File: config.mk
export PLATFORM = sky130hd
export DESIGN_NAME = rx_concentrator
export DESIGN_NICKNAME = d
export VERILOG_FILES = /design/src/verilog/rx_concentrator_pkg.sv /design/src/verilog/serial_word_receiver.sv /design/src/verilog/receive_slot.sv /design/src/verilog/receive_slot_arbiter.sv /design/src/verilog/receive_fifo.sv /design/src/verilog/rx_concentrator.sv
export VERILOG_INCLUDE_DIRS = /design/src /design/src/verilog
export SDC_FILE = /design/constraint.sdc
export NUM_CORES = 1
export LEC_CHECK = 0
export BUFFER_PORTS_ARGS = -buffer_cell sky130_fd_sc_hd__buf_2
export CAP_MARGIN = 20
export CORE_MARGIN = 3
export CORE_UTILIZATION = 35
export CTS_CLUSTER_SIZE = 25
export DETAILED_ROUTE_END_ITERATION = 10
export PLACE_DENSITY = 0.45
export RECOVER_POWER = 50
export SLEW_MARGIN = 15
export SYNTH_ARGS = -nofsm -noshare
export SYNTH_HDL_FRONTEND = slang
export SYNTH_HIERARCHICAL = 1
export SYNTH_SLANG_ARGS = --single-unit
File: constraint.sdc
create_clock -name clock -period 3 [get_ports clock]
set_input_delay 0.6 -clock clock [delete_from_list [all_inputs] [get_ports clock]]
set_output_delay 0.6 -clock clock [all_outputs]
set_load 0.01 [all_outputs]
File: src/verilog/rx_concentrator_defines.svh
`ifndef RX_CONCENTRATOR_DEFINES_SVH
`define RX_CONCENTRATOR_DEFINES_SVH

//////////////////////////////////////////////////////////////////////
// Concentrator sizing
//////////////////////////////////////////////////////////////////////

// Serial lines, one receive slot each
`define RX_SLOTS 4

// Oversampling ratio of the receivers
`define RX_CLOCKS_PER_BIT 16

// Words buffered per slot
`define SLOT_BUFFER_DEPTH 4

// Shared FIFO entries
`define RX_FIFO_DEPTH 16

`endif

File: src/verilog/rx_concentrator_pkg.sv
`include "rx_concentrator_defines.svh"

package rx_concentrator_pkg;

// Nine data bits, bit 8 is the multidrop address mark
typedef logic [8:0] rx_word_t;

typedef logic [$clog2(`RX_SLOTS)-1:0] slot_index_t;

// One bit wider than the pointer so a full FIFO is representable
typedef logic [$clog2(`RX_FIFO_DEPTH + 1)-1:0] fifo_count_t;

typedef enum logic [1:0] {
    RX_IDLE,
    RX_START,
    RX_DATA,
    RX_STOP
} receiver_state_t;

typedef enum logic {
    ARB_IDLE,
    ARB_PASSTHROUGH
} arbiter_state_t;

endpackage

File: src/verilog/serial_word_receiver.sv
`include "rx_concentrator_defines.svh"

module serial_word_receiver (
    input  logic                          clock,
    input  logic                          reset_n,
    input  logic                          rx,
    output rx_concentrator_pkg::rx_word_t word,
    output logic                          word_valid,
    output logic                          frame_error
);

localparam int COUNT_WIDTH = $clog2(`RX_CLOCKS_PER_BIT);
// Sync chain delay taken off the half-bit wait
localparam logic [COUNT_WIDTH-1:0] HALF_BIT_LAST = COUNT_WIDTH'(`RX_CLOCKS_PER_BIT / 2 - 2);
localparam logic [COUNT_WIDTH-1:0] FULL_BIT_LAST = COUNT_WIDTH'(`RX_CLOCKS_PER_BIT - 1);

rx_concentrator_pkg::receiver_state_t state;
rx_concentrator_pkg::receiver_state_t _state;
logic   [1:0]                         rx_sync;
logic                                 rx_prev;
logic                                 rx_line;
logic   [COUNT_WIDTH-1:0]             bit_clock_count;
logic   [COUNT_WIDTH-1:0]             _bit_clock_count;
logic   [3:0]                         bit_index;
logic   [3:0]                         _bit_index;
rx_concentrator_pkg::rx_word_t        shift;
rx_concentrator_pkg::rx_word_t        _shift;
logic                                 _word_valid;
logic                                 _frame_error;

assign rx_line = rx_sync[1];
assign word    = shift;

//////////////////////////////////////////////////////////////////////
// Frame state machine
//////////////////////////////////////////////////////////////////////
always_comb begin
    _state           = state;
    _bit_clock_count = bit_clock_count + 1'b1;
    _bit_index       = bit_index;
    _shift           = shift;
    _word_valid      = 1'b0;
    _frame_error     = 1'b0;

    case (state)
        rx_concentrator_pkg::RX_IDLE: begin
            _bit_clock_count = '0;
            // Falling edge marks the start bit
            if (rx_prev && !rx_line) begin
                _state = rx_concentrator_pkg::RX_START;
            end
        end
        rx_concentrator_pkg::RX_START: begin
            if (bit_clock_count == HALF_BIT_LAST) begin
                _bit_clock_count = '0;
                _bit_index       = '0;
                // Glitch rejection, start bit must still be low
                if (!rx_line) begin
                    _state = rx_concentrator_pkg::RX_DATA;
                end
                else begin
                    _state = rx_concentrator_pkg::RX_IDLE;
                end
            end
        end
        rx_concentrator_pkg::RX_DATA: begin
            if (bit_clock_count == FULL_BIT_LAST) begin
                _bit_clock_count = '0;
                // LSB first, so shift in from the top
                _shift = {rx_line, shift[8:1]};
                if (bit_index == 4'd8) begin
                    _state = rx_concentrator_pkg::RX_STOP;
                end
                else begin
                    _bit_index = bit_index + 1'b1;
                end
            end
        end
        rx_concentrator_pkg::RX_STOP: begin
            if (bit_clock_count == FULL_BIT_LAST) begin
                _state = rx_concentrator_pkg::RX_IDLE;
                if (rx_line) begin
                    _word_valid = 1'b1;
                end
                else begin
                    _frame_error = 1'b1;
                end
            end
        end
        default: begin
            _state = rx_concentrator_pkg::RX_IDLE;
        end
    endcase
end

always_ff @(posedge clock or negedge reset_n) begin
    if (!reset_n) begin
        rx_sync         <= 2'b11;
        rx_prev         <= 1'b1;
        state           <= rx_concentrator_pkg::RX_IDLE;
        bit_clock_count <= '0;
        bit_index       <= '0;
        word_valid      <= 1'b0;
        frame_error     <= 1'b0;
    end
    else begin
        rx_sync         <= {rx_sync[0], rx};
        rx_prev         <= rx_line;
        state           <= _state;
        bit_clock_count <= _bit_clock_count;
        bit_index       <= _bit_index;
        word_valid      <= _word_valid;
        frame_error     <= _frame_error;
    end
end

always_ff @(posedge clock) begin
    shift <= _shift;
end

endmodule

File: src/verilog/receive_slot.sv
`include "rx_concentrator_defines.svh"

module receive_slot (
    input  logic                          clock,
    input  logic                          reset_n,
    input  rx_concentrator_pkg::rx_word_t word,
    input  logic                          word_valid,
    input  logic                          ready,
    output logic                          enable,
    output rx_concentrator_pkg::rx_word_t data,
    output logic                          data_enable
);

localparam int PTR_WIDTH   = $clog2(`SLOT_BUFFER_DEPTH);
localparam int COUNT_WIDTH = $clog2(`SLOT_BUFFER_DEPTH + 1);
localparam logic [COUNT_WIDTH-1:0] DEPTH = COUNT_WIDTH'(`SLOT_BUFFER_DEPTH);

rx_concentrator_pkg::rx_word_t buffer [`SLOT_BUFFER_DEPTH];
logic   [PTR_WIDTH-1:0]        write_ptr;
logic   [PTR_WIDTH-1:0]        read_ptr;
logic   [COUNT_WIDTH-1:0]      count;
logic                          push;
logic                          pop;

// Pop only while enable is still up, so the arbiter copies every word
assign pop  = ready && enable && (count != '0);
// New word is dropped when the buffer is full
assign push = word_valid && ((count != DEPTH) || pop);

always_ff @(posedge clock or negedge reset_n) begin
    if (!reset_n) begin
        write_ptr   <= '0;
        read_ptr    <= '0;
        count       <= '0;
        enable      <= 1'b0;
        data_enable <= 1'b0;
    end
    else begin
        if (push) begin
            write_ptr <= write_ptr + 1'b1;
        end
        if (pop) begin
            read_ptr <= read_ptr + 1'b1;
        end
        case ({push, pop})
            2'b10:   count <= count + 1'b1;
            2'b01:   count <= count - 1'b1;
            default: count <= count;
        endcase
        // Not-empty level, lagging one cycle to cover the last word
        enable      <= (count != '0);
        data_enable <= pop;
    end
end

always_ff @(posedge clock) begin
    if (push) begin
        buffer[write_ptr] <= word;
    end
    if (pop) begin
        data <= buffer[read_ptr];
    end
end

endmodule

File: src/verilog/receive_slot_arbiter.sv
`include "rx_concentrator_defines.svh"

module receive_slot_arbiter (
    input  logic                                          clock,
    input  logic                                          reset_n,
    input  logic [`RX_SLOTS-1:0]                          enable,
    input  rx_concentrator_pkg::rx_word_t [`RX_SLOTS-1:0] data,
    input  logic [`RX_SLOTS-1:0]                          data_enable,
    output logic [`RX_SLOTS-1:0]                          ready,
    output rx_concentrator_pkg::rx_word_t                 push_data,
    output rx_concentrator_pkg::slot_index_t              push_slot,
    output logic                                          push_data_valid
);

localparam rx_concentrator_pkg::slot_index_t SLOT_LAST =
    rx_concentrator_pkg::slot_index_t'(`RX_SLOTS - 1);

rx_concentrator_pkg::arbiter_state_t state;
rx_concentrator_pkg::arbiter_state_t _state;
rx_concentrator_pkg::slot_index_t    slot_select;
rx_concentrator_pkg::slot_index_t    _slot_select;
rx_concentrator_pkg::slot_index_t    next_slot;
logic   [`RX_SLOTS-1:0]              _ready;
logic                                _push_data_valid;

// Round-robin pointer, wraps to slot 0
assign next_slot = (slot_select == SLOT_LAST) ? '0 : slot_select + 1'b1;

always_comb begin
    _state           = state;
    _ready           = ready;
    _slot_select     = slot_select;
    _push_data_valid = 1'b0;

    case (state)
        rx_concentrator_pkg::ARB_IDLE: begin
            if (enable[slot_select]) begin
                _state              = rx_concentrator_pkg::ARB_PASSTHROUGH;
                _ready              = '0;
                _ready[slot_select] = 1'b1;
            end
            else begin
                _slot_select = next_slot;
            end
        end
        rx_concentrator_pkg::ARB_PASSTHROUGH: begin
            if (!enable[slot_select]) begin
                _state       = rx_concentrator_pkg::ARB_IDLE;
                _ready       = '0;
                _slot_select = next_slot;
            end
            else begin
                _push_data_valid = data_enable[slot_select];
            end
        end
        default: begin
            _state = rx_concentrator_pkg::ARB_IDLE;
            _ready = '0;
        end
    endcase
end

always_ff @(posedge clock or negedge reset_n) begin
    if (!reset_n) begin
        state           <= rx_concentrator_pkg::ARB_IDLE;
        ready           <= '0;
        slot_select     <= '0;
        push_data_valid <= 1'b0;
    end
    else begin
        state           <= _state;
        ready           <= _ready;
        slot_select     <= _slot_select;
        push_data_valid <= _push_data_valid;
    end
end

// Word and its source slot, loaded with the strobe
always_ff @(posedge clock) begin
    if (_push_data_valid) begin
        push_data <= data[slot_select];
        push_slot <= slot_select;
    end
end

endmodule

File: src/verilog/receive_fifo.sv
`include "rx_concentrator_defines.svh"

module receive_fifo (
    input  logic                             clock,
    input  logic                             reset_n,
    input  rx_concentrator_pkg::rx_word_t    push_data,
    input  rx_concentrator_pkg::slot_index_t push_slot,
    input  logic                             push_data_valid,
    input  logic                             read_strobe,
    output rx_concentrator_pkg::rx_word_t    read_data,
    output rx_concentrator_pkg::slot_index_t read_slot,
    output logic                             read_valid,
    output logic                             overflow
);

localparam int PTR_WIDTH = $clog2(`RX_FIFO_DEPTH);
localparam rx_concentrator_pkg::fifo_count_t DEPTH =
    rx_concentrator_pkg::fifo_count_t'(`RX_FIFO_DEPTH);

rx_concentrator_pkg::rx_word_t    data_mem [`RX_FIFO_DEPTH];
rx_concentrator_pkg::slot_index_t slot_mem [`RX_FIFO_DEPTH];
logic   [PTR_WIDTH-1:0]           write_ptr;
logic   [PTR_WIDTH-1:0]           read_ptr;
rx_concentrator_pkg::fifo_count_t count;
logic                             full;
logic                             push;
logic                             pop;

assign full = (count == DEPTH);
assign push = push_data_valid && !full;
assign pop  = read_strobe && (count != '0);

// Head entry shows ahead
assign read_valid = (count != '0);
assign read_data  = data_mem[read_ptr];
assign read_slot  = slot_mem[read_ptr];

always_ff @(posedge clock or negedge reset_n) begin
    if (!reset_n) begin
        write_ptr <= '0;
        read_ptr  <= '0;
        count     <= '0;
        overflow  <= 1'b0;
    end
    else begin
        if (push) begin
            write_ptr <= write_ptr + 1'b1;
        end
        if (pop) begin
            read_ptr <= read_ptr + 1'b1;
        end
        case ({push, pop})
            2'b10:   count <= count + 1'b1;
            2'b01:   count <= count - 1'b1;
            default: count <= count;
        endcase
        // Sticky until reset
        if (push_data_valid && full) begin
            overflow <= 1'b1;
        end
    end
end

always_ff @(posedge clock) begin
    if (push) begin
        data_mem[write_ptr] <= push_data;
        slot_mem[write_ptr] <= push_slot;
    end
end

endmodule

File: src/verilog/rx_concentrator.sv
`include "rx_concentrator_defines.svh"

module rx_concentrator (
    input  logic                             clock,
    input  logic                             reset_n,
    input  logic [`RX_SLOTS-1:0]             rx,
    input  logic                             read_strobe,
    output rx_concentrator_pkg::rx_word_t    read_data,
    output rx_concentrator_pkg::slot_index_t read_slot,
    output logic                             read_valid,
    output logic                             overflow,
    output logic [`RX_SLOTS-1:0]             frame_error
);

rx_concentrator_pkg::rx_word_t [`RX_SLOTS-1:0] line_word;
rx_concentrator_pkg::rx_word_t [`RX_SLOTS-1:0] slot_data;
logic   [`RX_SLOTS-1:0]                        line_word_valid;
logic   [`RX_SLOTS-1:0]                        line_frame_error;
logic   [`RX_SLOTS-1:0]                        slot_enable;
logic   [`RX_SLOTS-1:0]                        slot_data_enable;
logic   [`RX_SLOTS-1:0]                        slot_ready;
rx_concentrator_pkg::rx_word_t                 push_data;
rx_concentrator_pkg::slot_index_t              push_slot;
logic                                          push_data_valid;

//////////////////////////////////////////////////////////////////////
// Per-line receiver and slot buffer
//////////////////////////////////////////////////////////////////////
for (genvar i = 0; i < `RX_SLOTS; i++) begin : g_line
    serial_word_receiver i_receiver (
        .clock       (clock),
        .reset_n     (reset_n),
        .rx          (rx[i]),
        .word        (line_word[i]),
        .word_valid  (line_word_valid[i]),
        .frame_error (line_frame_error[i])
    );

    receive_slot i_slot (
        .clock       (clock),
        .reset_n     (reset_n),
        .word        (line_word[i]),
        .word_valid  (line_word_valid[i]),
        .ready       (slot_ready[i]),
        .enable      (slot_enable[i]),
        .data        (slot_data[i]),
        .data_enable (slot_data_enable[i])
    );
end

//////////////////////////////////////////////////////////////////////
// Shared path to the host
//////////////////////////////////////////////////////////////////////
receive_slot_arbiter i_arbiter (
    .clock           (clock),
    .reset_n         (reset_n),
    .enable          (slot_enable),
    .data            (slot_data),
    .data_enable     (slot_data_enable),
    .ready           (slot_ready),
    .push_data       (push_data),
    .push_slot       (push_slot),
    .push_data_valid (push_data_valid)
);

receive_fifo i_fifo (
    .clock           (clock),
    .reset_n         (reset_n),
    .push_data       (push_data),
    .push_slot       (push_slot),
    .push_data_valid (push_data_valid),
    .read_strobe     (read_strobe),
    .read_data       (read_data),
    .read_slot       (read_slot),
    .read_valid      (read_valid),
    .overflow        (overflow)
);

// Framing errors held per line until reset
always_ff @(posedge clock or negedge reset_n) begin
    if (!reset_n) begin
        frame_error <= '0;
    end
    else begin
        frame_error <= frame_error | line_frame_error;
    end
end

endmodule

---- After elaboration in Yosys (flattened, before gate mapping) ----
Memory sizes are Yosys's and may differ from the RTL's. A register that Yosys moved wholly into a read port is not among the register bits.
Cells that the tools add are included.
word-level totals
  bits in read-only memories .............. 0
  latch bits .............................. 0
  output and inout bits ................... 17
  memories kept ........................... 6
  bits of input ports ..................... 7
  register bits ........................... 169
  memory bits (writable) .................. 320
  word-level logic and storage cells ...... 339
operators by class
  multiply operators ...................... 0
  divide/modulo/power cells ............... 0
  reduce and logical (&&, ||, !) cells .... 60
  add/subtract/negate cells ............... 29
  equal/unequal tests ..................... 66
  $lt $le $gt $ge ......................... 2
  mux-type cells .......................... 111
  bitwise gates (word level) .............. 2
  shifts and indexed selects .............. 0
memory list
  name                     depth  bits a word  read ports  clocked after Yosys merged registers in  write ports  line                text
  i_fifo.data_mem          16     9            1           0                                        1            receive_fifo.sv:20  rx_concentrator_pkg::rx_word_t data_mem [`RX_FIFO_DEPTH];
  g_line[0].i_slot.buffer  4      9            1           1                                        1            receive_slot.sv:18  rx_concentrator_pkg::rx_word_t buffer [`SLOT_BUFFER_DEPTH];
  g_line[1].i_slot.buffer  4      9            1           1                                        1            receive_slot.sv:18
  g_line[2].i_slot.buffer  4      9            1           1                                        1            receive_slot.sv:18
  g_line[3].i_slot.buffer  4      9            1           1                                        1            receive_slot.sv:18
  i_fifo.slot_mem          16     2            1           0                                        1            receive_fifo.sv:21  rx_concentrator_pkg::slot_index_t slot_mem [`RX_FIFO_DEPTH];
operators with widths
  operator                                                                  number
  4-bit 2-to-1 mux                                                          22
  2-bit 2-to-1 mux                                                          26
  4-bit one-hot mux with 3 select lines                                     4
  2-bit by 1-bit inequality test with 1-bit output (second input constant)  21
  4-bit by 1-bit adder with 4-bit output (second input constant)            10
  1-bit 2-to-1 mux                                                          40
  4-bit one-hot mux with 2 select lines                                     5
  4-bit == test (second input constant)                                     8
  2-bit one-hot mux with 4 select lines                                     4
  2-bit == test (second input constant)                                     14
  3-bit one-hot mux with 2 select lines                                     4
  1-bit logical AND                                                         20
  5-bit AND reduction                                                       4
  2-bit by 1-bit adder with 2-bit output (second input constant)            9
  9-bit binary-select mux with 2-bit select                                 1
  2-bit by 1-bit == test with 1-bit output (second input constant)          9
  2-bit nonzero test                                                        9
  4-bit by 3-bit == test with 1-bit output (second input constant)          4
  4-bit AND reduction                                                       4
  3-bit by 1-bit adder with 3-bit output (second input constant)            4
  3-bit inequality test (second input constant)                             4
  3-bit nonzero test                                                        4
  3-bit by 1-bit subtractor with 3-bit output (second input constant)       4
  2-bit inequality test (second input constant)                             5
  other kinds (16)                                                          31

---- Depth between registers and ports, before layout ----
  depth after elaboration ................. 6
  mapped depth ............................ 9
  mapped depth without buffers ............ 9

---- Modules after synthesis ----
Netlist, hierarchy kept.
modules (own cells, without submodules)
  module                                           cells each  sequential area each (um^2)  area each (um^2)  times used
  receive_fifo                                     406         5,635.4                      7,764.9           1
  receive_slot (g_line[2].i_slot ...)              106         1,576.5                      2,109.5           2
  serial_word_receiver (g_line[0].i_receiver ...)  75          649.4                        987.2             3
  receive_slot (g_line[0].i_slot)                  109         1,576.5                      2,165.8           1
  receive_slot (g_line[1].i_slot)                  106         1,576.5                      2,129.5           1
  receive_slot_arbiter                             65          530.5                        1,048.5           1
  serial_word_receiver (g_line[3].i_receiver)      79          649.4                        1,022.2           1
  rx_concentrator                                  8           100.1                        125.1             1

---- Worst setup path after synthesis ----
No wires, ideal clock.
  kind .................................... register -> register
  start point ............................. reg i_fifo.count[1]
  end point ............................... reg i_fifo.count[4]
  slack ................................... 0.626 ns
  path buffers ............................ 0
  arrival ................................. 2.294 ns
  cell stages (with the launch flop) ...... 9
  period minus slack after synthesis ...... 2.374 ns
  library setup time ...................... 0.080 ns
  required time ........................... 2.920 ns
  path through ............................ dfrtp_1 -> nor4_4 -> a21boi_2 -> ha_1 -> fa_1 -> a21o_1 -> a21oi_1 -> mux2i_1 -> xnor2_1
on the way
  elaborated cells on any way between the ends .. 11
  classes of those cells .................. add/sub (2); eq/ne (3); mux (1); reduce/logical (5)
RTL lines
  what                                                                                line                text
  from (decl)                                                                         receive_fifo.sv:24  rx_concentrator_pkg::fifo_count_t count;
  from (signal assigned)                                                              receive_fifo.sv:53  2'b10: count <= count + 1'b1;
  from (signal assigned)                                                              receive_fifo.sv:54  2'b01: count <= count - 1'b1;
  from (signal assigned)                                                              receive_fifo.sv:55  default: count <= count;
  5-bit nonzero test (*)                                                              receive_fifo.sv:31  assign pop = read_strobe && (count != '0);
  1-bit logical AND (*)                                                               receive_fifo.sv:31
  via i_fifo.pop                                                                      receive_fifo.sv:27  logic pop;
  2-bit by 1-bit == test with 1-bit output / 2-bit == test (equally long branches)    receive_fifo.sv:52  case ({push, pop})
  5-bit one-hot mux with 2 select lines / 2-bit nonzero test (equally long branches)  n/a
The timed path passes the listed nets; every way through them passes the cells marked *.
A chain may end at the register's enable or synchronous reset.

---- Worst setup path after layout ----
  start point ............................. reg i_fifo.read_ptr[0]
  end point ............................... out read_data[0]
on the way
  word-level cells in the longest chain between the ends .. 1
ends and longest elaborated chain
  what                    line                  text
  from (decl)             receive_fifo.sv:23    logic [PTR_WIDTH-1:0] read_ptr;
  from (signal assigned)  receive_fifo.sv:50    read_ptr <= read_ptr + 1'b1;
  memory read 16 x 9 bit  n/a
  to (decl)               rx_concentrator.sv:8  output rx_concentrator_pkg::rx_word_t read_data,
Every way passes these cells.

==> run_results.csv <==
group,metric,value,unit
status,outcome,"finished, violations left",
status,violations,"capacitance limit, slew limit",
cts,clockBufferDepth,3,
placed_design,io_buffer_count,23,
timing,whs,0.0926,ns
placed_design,detailedPlacementHpwl,26200,um
worst_hold_path,hold_path.startpoint,"rx[2]",
routing,drt_wl_total,41400,um
cts,cts_tree,"built",
power,power.leakage,8.69,nW
yosys,asyncSetResetFlopFracSynth,23.2,%
yosys,yosysSeqAreaShare,70.8,%
yosys,dominantRegCellSynth,"sky130_fd_sc_hd__edfxtp_1",
finish,antenna-diode-count,0,
finish,commonest_cells_after_routing_fill_and_taps_aside,"403 x sky130_fd_sc_hd__edfxtp_1, 109 x sky130_fd_sc_hd__dfrtp_1, 68 x sky130_fd_sc_hd__mux4_2",
global_route,grt_start_max_net_pins,62,
setup_path,critical_path.reg2reg.endpoint,"i_fifo/count[4]",
routing,number_of_vias_per_cell,4.94,
global_route,first_global_vias,10879,
setup_path,crit_arrival,2.36,ns
die,core,0.0605,sq mm
timing,finalCritPeriodShare,98.5,%
timing,rsz0062_at_grt,"true",
power,vdd.ir_drop.worst,411,uV
timing,clock-skew-final,0.0179,ns
die,die_area,0.0643,sq mm
timing,minimum_clock_period,2.96,ns
yosys,postSynthAreaPerCell,17.7,sq um
timing,maxSlewViolCount,62,
yosys,ys_top_cells_by_area,"sky130_fd_sc_hd__edfxtp_1 56%, sky130_fd_sc_hd__dfrtp_1 13%, sky130_fd_sc_hd__mux4_2 7.1%, sky130_fd_sc_hd__mux2i_1 2.8%, sky130_fd_sc_hd__ha_1 2.6%",
finish,most_common_library_cell_in_the_layout_ignoring_fill_and_taps,"sky130_fd_sc_hd__edfxtp_1",
finish,layout-drive-gt1-share,21.2,%
yosys,synthesis.yosys.warnings,6,
die,row_count,90,
finish,finalNetCount,1355,
setup_path,cp.required,2.40,ns
power,post-layout-total-power,0.0188,W
routing,drcViolationCount,0,
die,initial_utilization,35.5,%
cts,clock_insertion_delay_worst_skew,0.60,ns
die,top_level_ports,24,
cts,cts_buffers,58,
placed_design,detailed_place.area,0.0226,sq mm
timing,slew_headroom,-15.8,%
flow_run,drv.max_cap_violation_count,1,
setup_path,worst-r2r-setup-slack,0.44,ns
timing,setup-tns-final,0,ns
die,die_h,253,um
yosys,mappedNetlistNets,1267,
yosys,netlist.top_cell.by_area,"sky130_fd_sc_hd__edfxtp_1",
finish,area.growth.synth_to_final,14.2,%
cts,root_buffer_cell,"sky130_fd_sc_hd__clkbuf_16",
setup_path,crit_path_max_fanout,6,
finish,finish.instance_area,0.0245,sq mm
cts,cts_htree_levels,2,
timing,worstMarginPinSlew,1.74,ns
die,chipWidth,253,um
global_route,initial_antenna_violation_count,0,
routing,routedWlPerCell,19.5,um
placed_design,pre_cts_ws,0.448,ns
power,pwr_density_cell,769,mW/mm^2
cts,clkSlewWorstSetupHoldPaths,0.06,ns
setup_path,timing.critical_path.to_type,"output pin",
yosys,ys_ff_latch,525,
placed_design,gp_congestion,0.723,
routing,antenna_left,0,
worst_hold_path,hp-class,"input port to register",
timing,achievable-frequency,0.338,GHz
setup_path,worst-setup-path-type,"register to output pin",
global_route,grt_pass1_wl,64600,um
yosys,post_synth_instance_area,0.0214,sq mm
yosys,syn_inst_count,1210,
routing,first_iter_violations,594,
yosys,synthDominantCellAreaShare,56.5,%
setup_path,r2r-start,"i_fifo/count[1]",
routing,drt_pre_antenna_iters,4,
setup_path,r2r_cells,8,
yosys,ys_types,82,
global_route,globalRoute.totalOverflow,0,
routing,vias,10506,
timing,post-route-worst-setup-slack,0.0446,ns
timing,setup_viol,0,
worst_hold_path,min_path_cells,1,
yosys,synth_enable_flop_cells,403,
cts,cts_sinks,525,
global_route,globalRouteTotalUtil,13.0,%
timing,timing.final.hold_violations,0,
worst_hold_path,hold_path_end,"g_line[2].i_receiver/rx_sync[0]",
setup_path,critical_path.startpoint_type,"register",
## through the flow
| step | cells | utilization, % |
|---|---|---|
| 3_5_place_dp | 2006 | 37.3 |
| 5_1_grt | 2127 | 40.5 |
| 2_1_floorplan | 1210 | - |
| 3_3_place_gp | 2006 | 37.3 |
| 4_1_cts | 2116 | 40.2 |
| 6_report | 2127 | 40.5 |
## cells by family (layout without fill, tap and decap cells)
group	Yosys count	after routing	share of synthesized area [%]
flip-flops	525	525	70.8
AND/OR/NAND/NOR	221	221	5.96
AO/OA/AOI/OAI	149	149	6.01
multiplexers	134	134	10.3
buffers and inverters	94	229	2.32
adder cells (fa/ha/maj)	50	50	3.09
XOR/XNOR	37	37	1.51
## flip-flops by register name (all words and copies together) (netlist names), 5 cells and up, named ones only
register	cells
g_line.i_receiver/bit_clock_count	16
g_line.i_receiver/bit_index	16
g_line.i_receiver/rx_sync	8
g_line.i_receiver/word	36
g_line.i_slot/buffer	144
g_line.i_slot/count	12
g_line.i_slot/data	36
g_line.i_slot/read_ptr	8
g_line.i_slot/write_ptr	8
i_arbiter/push_data	9
i_fifo/count	5
i_fifo/data_mem	144
i_fifo/slot_mem	32
## where the power goes
group	switching (W)	total [W]	leakage [nW]	internal, W
clock network	0.00278	0.00658	0.850	0.00380
logic	0.00191	0.00367	2.64	0.00175
registers	0.000493	0.00857	5.20	0.00807
total	0.00519	0.0188	8.69	0.0136
## final cells by class
cell class,instances,area (sq um)
Clock buffer,87,1620
Clock inverter,20,134
Fill cell,5509,36000
Inverter,50,188
Multi-Input combinational cell,591,5800
Sequential cell,525,15200
Tap cell,782,978
Timing Repair Buffer,72,582
## critical path, cell delays in order, from the launching register on
cell and delay, ns:
sky130_fd_sc_hd__dfrtp_4 0.52, sky130_fd_sc_hd__buf_6 0.15, sky130_fd_sc_hd__buf_8 0.13, sky130_fd_sc_hd__buf_6 0.11, sky130_fd_sc_hd__mux2i_1 0.12, sky130_fd_sc_hd__a221oi_2 0.36
sky130_fd_sc_hd__a22oi_1 0.11, sky130_fd_sc_hd__nand2_1 0.12, sky130_fd_sc_hd__buf_2 0.14
## worst max path at each step
stage / slack (ns) / cells after the start / to / startpoint
3_3_place_gp: 0.46 / 8 / i_fifo/count[4] / i_fifo/count[1]
4_1_cts: 0.003 / 5 / read_data[4] / i_fifo/read_ptr[0]
3_5_place_dp: 0.45 / 8 / i_fifo/count[4] / i_fifo/count[1]
2_1_floorplan: 0.63 / 8 / i_fifo/count[4] / i_fifo/count[1]
6_report: 0.04 / 8 / read_data[0] / i_fifo/read_ptr[0]
5_1_grt: -0.07 / 8 / read_data[0] / i_fifo/read_ptr[0]
## cell usage after synthesis, drive strengths merged (11+ instances only)
cell type / instances
nand2: 32
nand2b: 13
nand3: 33
ha: 45
dfstp: 12
mux4: 68
and2: 21
mux2i: 59
nand4: 11
buf: 29
a21oi: 15
inv: 50
a22oi: 16
nor3: 22
a221oi: 25
xnor2: 22
clkbuf: 15
xor2: 15
nor2: 41
o21ai: 25
dfrtp: 110
edfxtp: 403
## routing by layer
metal | up-vias | wire [um] | GRT usage (%)
li1 | 4945 | - | -
met1 | 5363 | 19100 | 17.7
met4 | 0 | 1100 | 4.55
met3 | 71 | 1360 | 2.28
met2 | 127 | 19900 | 21.1
met5 | - | 0 | 0
## timing repair
item / CTS / global route
hold buffers: 0 / 0
cloned: 0 / 2
endpoints found under the hold margin: 0 / 0
endpoints found under the setup margin: 11 / 11
pin swaps: 0 / 20
setup buffers: 3 / 9
resized for setup: 1 / 24
No activity file was read; power rests on OpenSTA's default activity.
